--- src/design/axi4_lite_pkg.sv ---
// AXI4-Lite read channel definitions
// Only AR and R exist here since the fetch path never writes
`default_nettype none

package axi4_lite_pkg;

  typedef logic [31:0] axi_addr_t;
  typedef logic [31:0] axi_data_t;

  localparam logic [2:0] ARPROT_INSN = 3'b100;             // Unprivileged, secure, instruction

  typedef enum logic [1:0] {
    RESP_OKAY   = 2'b00,
    RESP_EXOKAY = 2'b01,
    RESP_SLVERR = 2'b10,
    RESP_DECERR = 2'b11
  } axi_resp_e;

  typedef struct packed {
    logic       arvalid;
    axi_addr_t  araddr;
    logic [2:0] arprot;
  } axi_ar_req_t;

  typedef struct packed {
    logic arready;
  } axi_ar_rsp_t;

  typedef struct packed {
    logic rready;
  } axi_r_req_t;

  typedef struct packed {
    logic      rvalid;
    axi_data_t rdata;
    axi_resp_e rresp;
  } axi_r_rsp_t;

endpackage

`default_nettype wire

--- src/design/rv_fetch_pkg.sv ---
// Instruction fetch types and constants for the two-stage RV32I pipeline
// Holds the word type, reset PC, branch target buffer geometry, read
// timeout limit and the structs passed between fetch and execute
`default_nettype none

package rv_fetch_pkg;

  typedef logic [31:0] word_t;                             // Instruction or address word

  localparam word_t RESET_PC = 32'h200;                    // First fetch address after reset

  localparam int BTB_ENTRIES = 16;                         // Direct-mapped, one branch per set
  localparam int BTB_INDEX_W = $clog2(BTB_ENTRIES);        // Index taken from pc[5:2]
  localparam int BTB_TAG_W   = 32 - BTB_INDEX_W - 2;       // Tag is everything above the index

  typedef logic [BTB_INDEX_W-1:0] btb_index_t;
  typedef logic [BTB_TAG_W-1:0]   btb_tag_t;

  localparam int TIMEOUT_CYCLES = 16;                      // R wait cycles before an access fault

  typedef logic [4:0] timeout_count_t;                     // Must reach TIMEOUT_CYCLES

  typedef struct packed {
    logic  token;                                          // Register holds a live instruction
    word_t pc;
    word_t pc4;
    word_t instr;                                          // Already in instruction byte order
    logic  prediction;                                     // BTB predicted this one taken
  } fetch_ex_t;

  typedef struct packed {
    logic  valid;
    word_t target;
  } redirect_t;

  typedef struct packed {
    logic  valid;
    word_t pc;                                             // Address of the resolved branch
    word_t target;
    logic  taken;
  } btb_update_t;

  typedef enum logic [1:0] {
    FAULT_NONE       = 2'd0,
    FAULT_MISALIGNED = 2'd1,
    FAULT_ACCESS     = 2'd2
  } fault_kind_e;

  typedef struct packed {
    logic        valid;
    fault_kind_e kind;
    word_t       epc;
    word_t       badaddr;
  } fetch_fault_t;

endpackage

`default_nettype wire

--- src/design/branch_target_buffer.sv ---
// Direct-mapped branch target buffer
// Lookup is combinational on the fetch pc, training comes from execute.
// A taken update installs the entry, a not-taken one evicts it on a tag match
`timescale 1ns/1ps
`default_nettype none

module branch_target_buffer (
  input  logic                      CLK,
  input  logic                      nRST,
  input  rv_fetch_pkg::word_t       lookup_pc,
  input  rv_fetch_pkg::btb_update_t update,
  output logic                      predict_taken,
  output rv_fetch_pkg::word_t       target
);

  localparam int IDX_LO = 2;                               // Word aligned, byte bits ignored
  localparam int IDX_HI = IDX_LO + rv_fetch_pkg::BTB_INDEX_W - 1;

  logic [rv_fetch_pkg::BTB_ENTRIES-1:0] valid;
  rv_fetch_pkg::btb_tag_t               tag_mem    [rv_fetch_pkg::BTB_ENTRIES];
  rv_fetch_pkg::word_t                  target_mem [rv_fetch_pkg::BTB_ENTRIES];

  rv_fetch_pkg::btb_index_t lu_idx;
  rv_fetch_pkg::btb_tag_t   lu_tag;
  rv_fetch_pkg::btb_index_t up_idx;
  rv_fetch_pkg::btb_tag_t   up_tag;

  assign lu_idx = lookup_pc[IDX_HI:IDX_LO];
  assign lu_tag = lookup_pc[31:IDX_HI+1];
  assign up_idx = update.pc[IDX_HI:IDX_LO];
  assign up_tag = update.pc[31:IDX_HI+1];

  assign predict_taken = valid[lu_idx] && (tag_mem[lu_idx] == lu_tag);
  assign target        = target_mem[lu_idx];               // Only meaningful on a hit

  always_ff @(posedge CLK, negedge nRST) begin
    if (!nRST) begin
      valid <= '0;                                         // Cold BTB predicts nothing
    end else if (update.valid) begin
      if (update.taken) begin
        valid[up_idx] <= 1'b1;
      end else if (tag_mem[up_idx] == up_tag) begin
        valid[up_idx] <= 1'b0;                             // Leave another branch's entry alone
      end
    end
  end

  always_ff @(posedge CLK) begin
    if (update.valid && update.taken) begin
      tag_mem[up_idx]    <= up_tag;
      target_mem[up_idx] <= update.target;
    end
  end

endmodule

`default_nettype wire

--- src/design/fetch_stage.sv ---
// Fetch stage datapath
// Keeps the program counter, picks the next PC, swaps returned words
// into instruction order, loads the fetch/execute register and reports
// misaligned and access faults to the hazard logic
`timescale 1ns/1ps
`default_nettype none

module fetch_stage (
  input  logic                       CLK,
  input  logic                       nRST,
  input  rv_fetch_pkg::redirect_t    priv_redirect,
  input  rv_fetch_pkg::redirect_t    br_redirect,
  input  logic                       predict_taken,
  input  rv_fetch_pkg::word_t        predict_target,
  input  logic                       rsp_done,
  input  logic                       rsp_err,
  input  logic                       timeout,
  input  rv_fetch_pkg::word_t        rsp_data,
  input  logic                       if_ex_stall,
  input  logic                       if_ex_flush,
  output rv_fetch_pkg::word_t        pc,
  output logic                       pc_aligned,
  output logic                       halted,
  output logic                       redirect_any,
  output rv_fetch_pkg::fetch_ex_t    fetch_ex,
  output rv_fetch_pkg::fetch_fault_t fault
);

  rv_fetch_pkg::word_t       pc4;
  rv_fetch_pkg::word_t       npc;
  rv_fetch_pkg::word_t       instr;
  rv_fetch_pkg::fault_kind_e fault_kind;
  logic                      good_beat;
  logic                      mis_fault;
  logic                      acc_fault;

  assign pc4          = pc + 32'd4;
  assign pc_aligned   = (pc[1:0] == 2'b00);
  assign redirect_any = priv_redirect.valid | br_redirect.valid;
  assign good_beat    = rsp_done & ~rsp_err;               // Beat that carries an instruction

  // Memory returns little-endian bytes, execute expects them reversed
  assign instr = {rsp_data[7:0], rsp_data[15:8], rsp_data[23:16], rsp_data[31:24]};

  always_comb begin
    if (priv_redirect.valid) begin
      npc = priv_redirect.target;                          // Trap entry or return wins over all
    end else if (br_redirect.valid) begin
      npc = br_redirect.target;                            // Execute resolved a mispredict
    end else if (predict_taken) begin
      npc = predict_target;
    end else begin
      npc = pc4;
    end
  end

  always_ff @(posedge CLK, negedge nRST) begin
    if (!nRST) begin
      pc <= rv_fetch_pkg::RESET_PC;
    end else if (redirect_any || good_beat) begin
      pc <= npc;                                           // Otherwise hold until the word lands
    end
  end

  // A misaligned pc is reported once, then halted blocks a repeat
  assign mis_fault = ~pc_aligned & ~halted & ~redirect_any;
  assign acc_fault = (rsp_done & rsp_err) | timeout;       // Bus FSM never pairs these with a redirect

  always_comb begin
    if (mis_fault) begin
      fault_kind = rv_fetch_pkg::FAULT_MISALIGNED;
    end else if (acc_fault) begin
      fault_kind = rv_fetch_pkg::FAULT_ACCESS;
    end else begin
      fault_kind = rv_fetch_pkg::FAULT_NONE;
    end
  end

  always_ff @(posedge CLK, negedge nRST) begin
    if (!nRST) begin
      halted <= 1'b0;
    end else if (redirect_any) begin
      halted <= 1'b0;                                      // Only a redirect restarts fetch
    end else if (mis_fault || acc_fault) begin
      halted <= 1'b1;
    end
  end

  always_ff @(posedge CLK, negedge nRST) begin
    if (!nRST) begin
      fault <= '0;
    end else begin
      fault.valid   <= mis_fault | acc_fault;              // Single-cycle pulse to hazard unit
      fault.kind    <= fault_kind;
      fault.epc     <= pc;
      fault.badaddr <= pc;                                 // pc still equals the issued araddr
    end
  end

  always_ff @(posedge CLK, negedge nRST) begin
    if (!nRST) begin
      fetch_ex <= '0;
    end else if (if_ex_flush) begin
      fetch_ex <= '0;                                      // Flush beats a simultaneous load
    end else if (good_beat) begin
      fetch_ex.token      <= 1'b1;
      fetch_ex.pc         <= pc;
      fetch_ex.pc4        <= pc4;
      fetch_ex.instr      <= instr;
      fetch_ex.prediction <= predict_taken;
    end else if (!if_ex_stall) begin
      fetch_ex <= '0;                                      // Execute consumed it, insert a bubble
    end
  end

endmodule

`default_nettype wire

--- src/design/fetch_top.sv ---
// Instruction fetch subsystem top level
// Joins the fetch datapath, AXI4-Lite read master, timeout timer and
// branch target buffer behind the bus and execute-side ports
`timescale 1ns/1ps
`default_nettype none

module fetch_top (
  input  logic                       CLK,
  input  logic                       nRST,
  output axi4_lite_pkg::axi_ar_req_t ar_req,
  input  axi4_lite_pkg::axi_ar_rsp_t ar_rsp,
  output axi4_lite_pkg::axi_r_req_t  r_req,
  input  axi4_lite_pkg::axi_r_rsp_t  r_rsp,
  input  rv_fetch_pkg::redirect_t    priv_redirect,
  input  rv_fetch_pkg::redirect_t    br_redirect,
  input  rv_fetch_pkg::btb_update_t  btb_update,
  input  logic                       if_ex_stall,
  input  logic                       if_ex_flush,
  output rv_fetch_pkg::fetch_ex_t    fetch_ex,
  output rv_fetch_pkg::fetch_fault_t fault
);

  rv_fetch_pkg::word_t pc;
  rv_fetch_pkg::word_t predict_target;
  rv_fetch_pkg::word_t rsp_data;
  logic                pc_aligned;
  logic                halted;
  logic                redirect_any;
  logic                predict_taken;
  logic                rsp_done;
  logic                rsp_err;
  logic                timeout;
  logic                timer_run;
  logic                expired;

  fetch_stage fetch_stage_i (
    .CLK            (CLK),
    .nRST           (nRST),
    .priv_redirect  (priv_redirect),
    .br_redirect    (br_redirect),
    .predict_taken  (predict_taken),
    .predict_target (predict_target),
    .rsp_done       (rsp_done),
    .rsp_err        (rsp_err),
    .timeout        (timeout),
    .rsp_data       (rsp_data),
    .if_ex_stall    (if_ex_stall),
    .if_ex_flush    (if_ex_flush),
    .pc             (pc),
    .pc_aligned     (pc_aligned),
    .halted         (halted),
    .redirect_any   (redirect_any),
    .fetch_ex       (fetch_ex),
    .fault          (fault)
  );

  ifetch_bus_fsm bus_fsm_i (
    .CLK          (CLK),
    .nRST         (nRST),
    .pc           (pc),
    .pc_aligned   (pc_aligned),
    .halted       (halted),
    .if_ex_stall  (if_ex_stall),
    .redirect_any (redirect_any),
    .expired      (expired),
    .ar_rsp       (ar_rsp),
    .r_rsp        (r_rsp),
    .ar_req       (ar_req),
    .r_req        (r_req),
    .rsp_done     (rsp_done),
    .rsp_err      (rsp_err),
    .timeout      (timeout),
    .timer_run    (timer_run),
    .rsp_data     (rsp_data)
  );

  ifetch_timeout_timer timer_i (
    .CLK     (CLK),
    .nRST    (nRST),
    .run     (timer_run),
    .expired (expired)
  );

  branch_target_buffer btb_i (
    .CLK           (CLK),
    .nRST          (nRST),
    .lookup_pc     (pc),
    .update        (btb_update),
    .predict_taken (predict_taken),
    .target        (predict_target)
  );

endmodule

`default_nettype wire

--- src/design/ifetch_bus_fsm.sv ---
// Fetch bus master for an AXI4-Lite read port
// Issues one read per PC, holds AR until accepted, back-pressures R
// while execute stalls and throws away reads made stale by a redirect
`timescale 1ns/1ps
`default_nettype none

module ifetch_bus_fsm (
  input  logic                       CLK,
  input  logic                       nRST,
  input  rv_fetch_pkg::word_t        pc,
  input  logic                       pc_aligned,
  input  logic                       halted,
  input  logic                       if_ex_stall,
  input  logic                       redirect_any,
  input  logic                       expired,
  input  axi4_lite_pkg::axi_ar_rsp_t ar_rsp,
  input  axi4_lite_pkg::axi_r_rsp_t  r_rsp,
  output axi4_lite_pkg::axi_ar_req_t ar_req,
  output axi4_lite_pkg::axi_r_req_t  r_req,
  output logic                       rsp_done,
  output logic                       rsp_err,
  output logic                       timeout,
  output logic                       timer_run,
  output rv_fetch_pkg::word_t        rsp_data
);

  typedef enum logic [2:0] {
    IDLE,
    ADDR,
    DATA,
    DRAIN,
    WAIT_REDIRECT
  } state_e;

  state_e                   state;
  state_e                   next_state;
  axi4_lite_pkg::axi_addr_t araddr_q;
  logic                     stale;
  logic                     discard;
  logic                     r_fire;

  assign discard = stale | redirect_any;                   // Beat belongs to an abandoned pc
  assign r_fire  = r_rsp.rvalid & r_req.rready;

  assign ar_req.arvalid = (state == ADDR);
  assign ar_req.araddr  = araddr_q;
  assign ar_req.arprot  = axi4_lite_pkg::ARPROT_INSN;

  // Stale beats are taken at once, live ones wait for execute to free up
  assign r_req.rready = ((state == DATA) && (discard || !if_ex_stall)) || (state == DRAIN);

  assign rsp_done  = (state == DATA) && r_fire && !discard;
  assign rsp_err   = rsp_done && (r_rsp.rresp != axi4_lite_pkg::RESP_OKAY);
  assign rsp_data  = r_rsp.rdata;
  assign timeout   = (state == DATA) && !r_fire && expired && !discard;
  assign timer_run = (state == DATA) || (state == DRAIN);  // Drops in between, so the count restarts

  always_comb begin
    next_state = state;
    case (state)
      IDLE: begin
        if (pc_aligned && !halted && !redirect_any) begin
          next_state = ADDR;                               // pc is settled, start a read
        end
      end
      ADDR: begin
        if (ar_rsp.arready) begin
          next_state = DATA;
        end
      end
      DATA: begin
        if (r_fire) begin
          next_state = IDLE;
        end else if (expired) begin
          // A live read faults, a stale one is simply abandoned
          next_state = discard ? IDLE : WAIT_REDIRECT;
        end
      end
      WAIT_REDIRECT: begin
        if (redirect_any) begin
          next_state = DRAIN;                              // Late beat may still be on its way
        end
      end
      DRAIN: begin
        if (r_fire || expired) begin
          next_state = IDLE;
        end
      end
      default: next_state = IDLE;
    endcase
  end

  always_ff @(posedge CLK, negedge nRST) begin
    if (!nRST) begin
      state <= IDLE;
    end else begin
      state <= next_state;
    end
  end

  always_ff @(posedge CLK, negedge nRST) begin
    if (!nRST) begin
      stale <= 1'b0;
    end else if (state == IDLE) begin
      stale <= 1'b0;                                       // New read starts clean
    end else if ((state == ADDR || state == DATA) && redirect_any) begin
      stale <= 1'b1;                                       // AR cannot be withdrawn, so mark it
    end
  end

  always_ff @(posedge CLK) begin
    if (state == IDLE && next_state == ADDR) begin
      araddr_q <= pc;                                      // Held stable until arready
    end
  end

endmodule

`default_nettype wire

--- src/design/ifetch_timeout_timer.sv ---
// Read timeout counter
// Counts cycles while a read waits for its R beat and flags expiry
// when the wait reaches the limit
`timescale 1ns/1ps
`default_nettype none

module ifetch_timeout_timer (
  input  logic CLK,
  input  logic nRST,
  input  logic run,
  output logic expired
);

  rv_fetch_pkg::timeout_count_t count;

  assign expired = (count ==
    rv_fetch_pkg::timeout_count_t'(rv_fetch_pkg::TIMEOUT_CYCLES));

  always_ff @(posedge CLK, negedge nRST) begin
    if (!nRST) begin
      count <= '0;
    end else if (!run) begin
      count <= '0;                                         // Idle cycles restart the wait
    end else if (!expired) begin
      count <= count + 1'b1;                               // Saturates at the limit
    end
  end

endmodule

`default_nettype wire

--- config.mk ---
export PLATFORM = sky130hd
export DESIGN_NAME = fetch_top
export DESIGN_NICKNAME = d
export VERILOG_FILES = /design/src/design/axi4_lite_pkg.sv /design/src/design/rv_fetch_pkg.sv /design/src/design/branch_target_buffer.sv /design/src/design/fetch_stage.sv /design/src/design/fetch_top.sv /design/src/design/ifetch_bus_fsm.sv /design/src/design/ifetch_timeout_timer.sv
export SDC_FILE = /design/constraint.sdc
export NUM_CORES = 1
export LEC_CHECK = 0
export BUFFER_PORTS_ARGS = -buffer_cell sky130_fd_sc_hd__buf_2
export CAP_MARGIN = 25
export CORE_UTILIZATION = 51
export CTS_CLUSTER_SIZE = 30
export DETAILED_ROUTE_END_ITERATION = 7
export PLACE_DENSITY = 0.69
export REMOVE_ABC_BUFFERS = 1
export SYNTH_ARGS = -nofsm -noshare
export SYNTH_HDL_FRONTEND = slang
export SYNTH_HIERARCHICAL = 1
export SYNTH_SLANG_ARGS = --single-unit
--- constraint.sdc ---
create_clock -name CLK -period 13.1 [get_ports CLK]
set_input_delay 1.31 -clock CLK [delete_from_list [all_inputs] [get_ports CLK]]
set_output_delay 1.31 -clock CLK [all_outputs]
set_load 0.05 [all_outputs]
==> impl_table.tex <==
\begin{tabular}{lr}
\hline
Metric & Value \\
\hline
\multicolumn{2}{l}{\textbf{Logic synthesis}} \\
\quad Post-synth EDFFs & 960 \\
\quad Number of distinct library cell variants in the gate-level netlist after synthesis & 82 \\
\quad Flip-flop and latch count after synthesis & 1149 \\
\quad Mapped Cells & 2579 \\
\quad Sequential share of the synthesized area & 68.3\% \\
\quad Primary FF master, synth & edfxtp\_1 \\
\quad Mean post-synth cell area & 19.1 um2 \\
\quad Share of flip-flops with an asynchronous set or reset after synthesis & 16.4\% \\
\quad Count of synthesis-stage warnings from yosys & 6 \\
\quad Synth Cell Area & 49100 um2 \\
\multicolumn{2}{l}{\textbf{Power and ir drop}} \\
\quad Share of power burned in the clock network & 39.3\% \\
\quad Int Pwr & 6.37 mW \\
\quad Power share of the sequential group & 48.4\% \\
\quad Logic pwr share & 12.3\% \\
\quad Sw Share & 25.1\% \\
\quad Post-layout power & 8.51 mW \\
\quad Highest ir drop seen on vdd & 0.108 mV \\
\quad Power per unit of standard cell area & 152 nW/um2 \\
\quad Leakage power & 19.5 nW \\
\quad Total net switching power & 2.13 mW \\
\multicolumn{2}{l}{\textbf{Setup path}} \\
\quad Cell with the biggest individual delay on the critical path & dfrtp\_4 \\
\quad Kind of start point of the critical path & flip-flop \\
\quad Cells along the critical path & buf\_12 > mux4\_2 > mux4\_2 > xnor2\_1 > nand4\_1 > or4\_1 > nor4\_4 > buf\_4 > and3b\_1 > a21oi\_1 > o21ai\_0 > o22ai\_1 > a211oi\_1 \\
\quad Start-to-end type of the worst setup path & reg2reg \\
\quad Kind of capture point of the worst setup path & flip-flop \\
\quad Most frequent CP cell & mux4\_2 \\
\quad Required arrival time at the worst endpoint & 13.72 ns \\
\quad Biggest fanout along the worst timing path & 90 \\
\quad Signal arrival time at the worst endpoint & 6.83 ns \\
\quad WP buf/inv & 2 \\
\quad Critical path's largest stage delay & 0.90 ns \\
\quad Family of cells with the greatest summed delay on the critical path & compound AO/OA/AOI/OAI gates \\
\multicolumn{2}{l}{\textbf{Routing}} \\
\quad DRC viols & 0 \\
\quad Via density per instance & 6.50 \\
\quad Initial DRT Pass Iterations & 7 \\
\quad Wire per inst & 31.8 um \\
\quad Via total after detailed routing & 27769 \\
\quad First DRT Iteration DRCs & 3444 \\
\quad Total wire length after detailed routing & 136 mm \\
\quad Post-DRT Antenna Nets & 0 \\
\multicolumn{2}{l}{\textbf{Clocking}} \\
\quad Total clock buffers created by CTS & 112 \\
\quad Number of buffers added for setup after CTS & 0 \\
\quad Later-pin clock latency in the skew report & 0.72 ns \\
\quad CTS Root Buffer Type & clkbuf\_16 \\
\quad Maximum level of the CTS H-tree & 3 \\
\quad Total of cells resized after clock tree synthesis & 0 \\
\quad CTS sink cnt & 1149 \\
\quad Clock tree from TritonCTS & yes \\
\quad Buffer depth of the longest clock path & 3 \\
\quad Count of hold-fix buffers inserted at cts & 0 \\
\quad Clock transition time at the flip-flop clock pins of the worst setup and hold paths & 0.07 ns \\
\multicolumn{2}{l}{\textbf{Timing}} \\
\quad Final count of negative-setup-slack endpoints & 0 \\
\quad Post-Route Setup TNS & 0 ns \\
\quad Post-layout min period & 6.21 ns \\
\quad Transition time of the tightest slew-check pin & 1.11 ns \\
\quad Tightest slew margin relative to the limit & 25.3\% \\
\quad Max frequency & 161 MHz \\
\quad Total count of hold-check failures in the final report & 0 \\
\quad Max Clock Skew & 0.0344 ns \\
\quad Final hold slack & 0.478 ns \\
\quad Final-report max-slew violation count & 0 \\
\quad Final Cycle Share & 47.4\% \\
\quad RSZ-0062 raised after global routing & no \\
\multicolumn{2}{l}{\textbf{Floorplanning}} \\
\quad Site row count & 113 \\
\quad Area of the die & 97600 um2 \\
\quad Height of the die & 312 um \\
\quad Overall die width & 312 um \\
\quad I/O pin total & 374 \\
\quad Core Area & 95200 um2 \\
\quad Initial core utilization & 51.6\% \\
\multicolumn{2}{l}{\textbf{Layout}} \\
\quad Share of layout cells above drive strength 1 & 35.9\% \\
\quad Layout overhead on the synthesized area & 13.9\% \\
\quad Number of cells in the finished layout apart from fillers & 4275 \\
\quad Most frequent cells in the layout & 960 x edfxtp\_1, 377 x mux4\_2, 364 x buf\_2, 184 x dfrtp\_1, 115 x clkbuf\_16 \\
\quad Post-layout nets & 3080 \\
\quad Most common cell after layout, fill and taps aside & edfxtp\_1 \\
\multicolumn{2}{l}{\textbf{Job}} \\
\quad Max capacitance violation total & 0 \\
\multicolumn{2}{l}{\textbf{Min path}} \\
\quad Tightest Hold Check Type & reg2reg \\
\multicolumn{2}{l}{\textbf{GRT}} \\
\quad Total global routing overflow & 0 \\
\quad Initial antenna violation count & 16 \\
\quad Tot GR Track Use & 28.0\% \\
\quad Global-route wire length before repair & 197 mm \\
\quad Maximum number of pins on one net before global-route repair & 110 \\
\quad Via count of the first global-routing pass & 28154 \\
\multicolumn{2}{l}{\textbf{Outcome}} \\
\quad Status & finished clean \\
\multicolumn{2}{l}{\textbf{Place}} \\
\quad Placed insts & 4049 \\
\quad Number of I/O port buffers & 368 \\
\quad Half-perimeter wire length of the detailed placement result & 82.2 mm \\
\quad GP Congestion & 0.901 \\
\hline
\end{tabular}
## worst reg2reg max path, cell delays in order (launching register included)
cell	delay [ns]
dfrtp_4	0.90
buf_12	0.73
mux4_2	0.72
mux4_2	0.55
xnor2_1	0.31
nand4_1	0.15
or4_1	0.59
nor4_4	0.15
buf_4	0.42
and3b_1	0.26
a21oi_1	0.04
o21ai_0	0.87
o22ai_1	0.17
a211oi_1	0.25
## worst paths after layout
check	startpoint	endpoint	slack (ns)	depth (start not counted)
max in group asynchronous	nRST	fetch_stage_i/pc[4]	10.40	3
min	fetch_stage_i/fetch_ex[81]	fetch_stage_i/fetch_ex[81]	0.48	2
max reg2reg	fetch_stage_i/pc[2]	fetch_stage_i/pc[30]	6.89	13
min reg2reg	fetch_stage_i/fetch_ex[81]	fetch_stage_i/fetch_ex[81]	0.48	2
min in group asynchronous	nRST	fetch_stage_i/fault[12]	0.57	1
max	fetch_stage_i/pc[2]	fetch_stage_i/pc[30]	6.89	13
## synth_stat cells, types with 14 or more instances
cell	n	share of area [%]
a21oi_1	34	0.35
a221oi_1	21	0.37
a22o_1	72	1.3
a22oi_1	16	0.24
buf_2	53	0.54
buf_4	86	1.3
clkbuf_1	85	0.65
dfrtp_1	188	9.6
edfxtp_1	960	59
inv_1	30	0.23
mux2i_1	71	1.4
mux4_2	377	17
nand2_1	90	0.69
nand2b_1	28	0.36
nand3_1	23	0.23
nand4_1	16	0.20
nor2_1	54	0.41
nor3_1	26	0.26
o21ai_0	60	0.61
o22ai_1	14	0.18
xnor2_1	60	1.1
xor2_1	36	0.64
## cell type report
| cell class | instances | area [um2] |
|---|---|---|
| fill | 6854 | 39200 |
| sequential | 1149 | 33600 |
| multi-input combinational | 1164 | 14300 |
| clock buffer | 137 | 3010 |
| timing repair buffer | 447 | 2560 |
| tap | 1265 | 1580 |
| clock inverter | 75 | 830 |
| inverter | 31 | 116 |
| antenna | 7 | 17.5 |
## flip-flops by register name, summed over array words and instances, names as in the netlist, named ones only
register / flops
bus_fsm_i/araddr_q: 32
bus_fsm_i/stale: 1
fetch_stage_i/fetch_ex: 96
btb_i/tag_mem: 416
fetch_stage_i/pc: 32
timer_i/count: 5
fetch_stage_i/halted: 1
bus_fsm_i/state: 3
fetch_stage_i/fault: 35
btb_i/target_mem: 512
## cell families after synthesis
logic type	synth area share [%]
AO/OA/AOI/OAI	4.50
adder cells (fa/ha/maj)	0.0764
flip-flops	68.3
multiplexers	19.2
other	0.0153
AND/OR/NAND/NOR	3.24
buffers and inverters	2.96
XOR/XNOR	1.71
## routing by layer
metal | part of all wire, % | GRT usage (%) | wire, um | vias up
li1 | - | - | - | 11210
met1 | 38 | 38.3 | 52000 | 14691
met2 | 49 | 45.3 | 66800 | 1621
met3 | 9.7 | 5.93 | 13100 | 235
met4 | 3.1 | 9.05 | 4200 | 12
met5 | 0.051 | 0 | 69 | -
## per-stage QoR
| step | setup slack (ns) | area [um2] | utilization (%) |
|---|---|---|---|
| finish | 6.89 | 56000 | 58.8 |
| global route | 6.78 | 56000 | 58.8 |
| CTS | 7.13 | 55800 | 58.7 |
| detailed placement | 6.93 | 52000 | 54.6 |
| global placement | 7.03 | 52000 | 54.6 |
| floorplan | -0.311 | 47800 | - |
## power groups by stage
stage	sequential, mW	combinational, mW	clock, mW
3_3_place_gp	4.19	1.03	0
4_1_cts	4.12	1.05	3.37
2_1_floorplan	4.35	0.593	0
5_1_grt	4.12	1.09	3.51
3_5_place_dp	4.19	1.04	0
6_report	4.12	1.05	3.34
No activity file was read; power rests on OpenSTA's default activity.
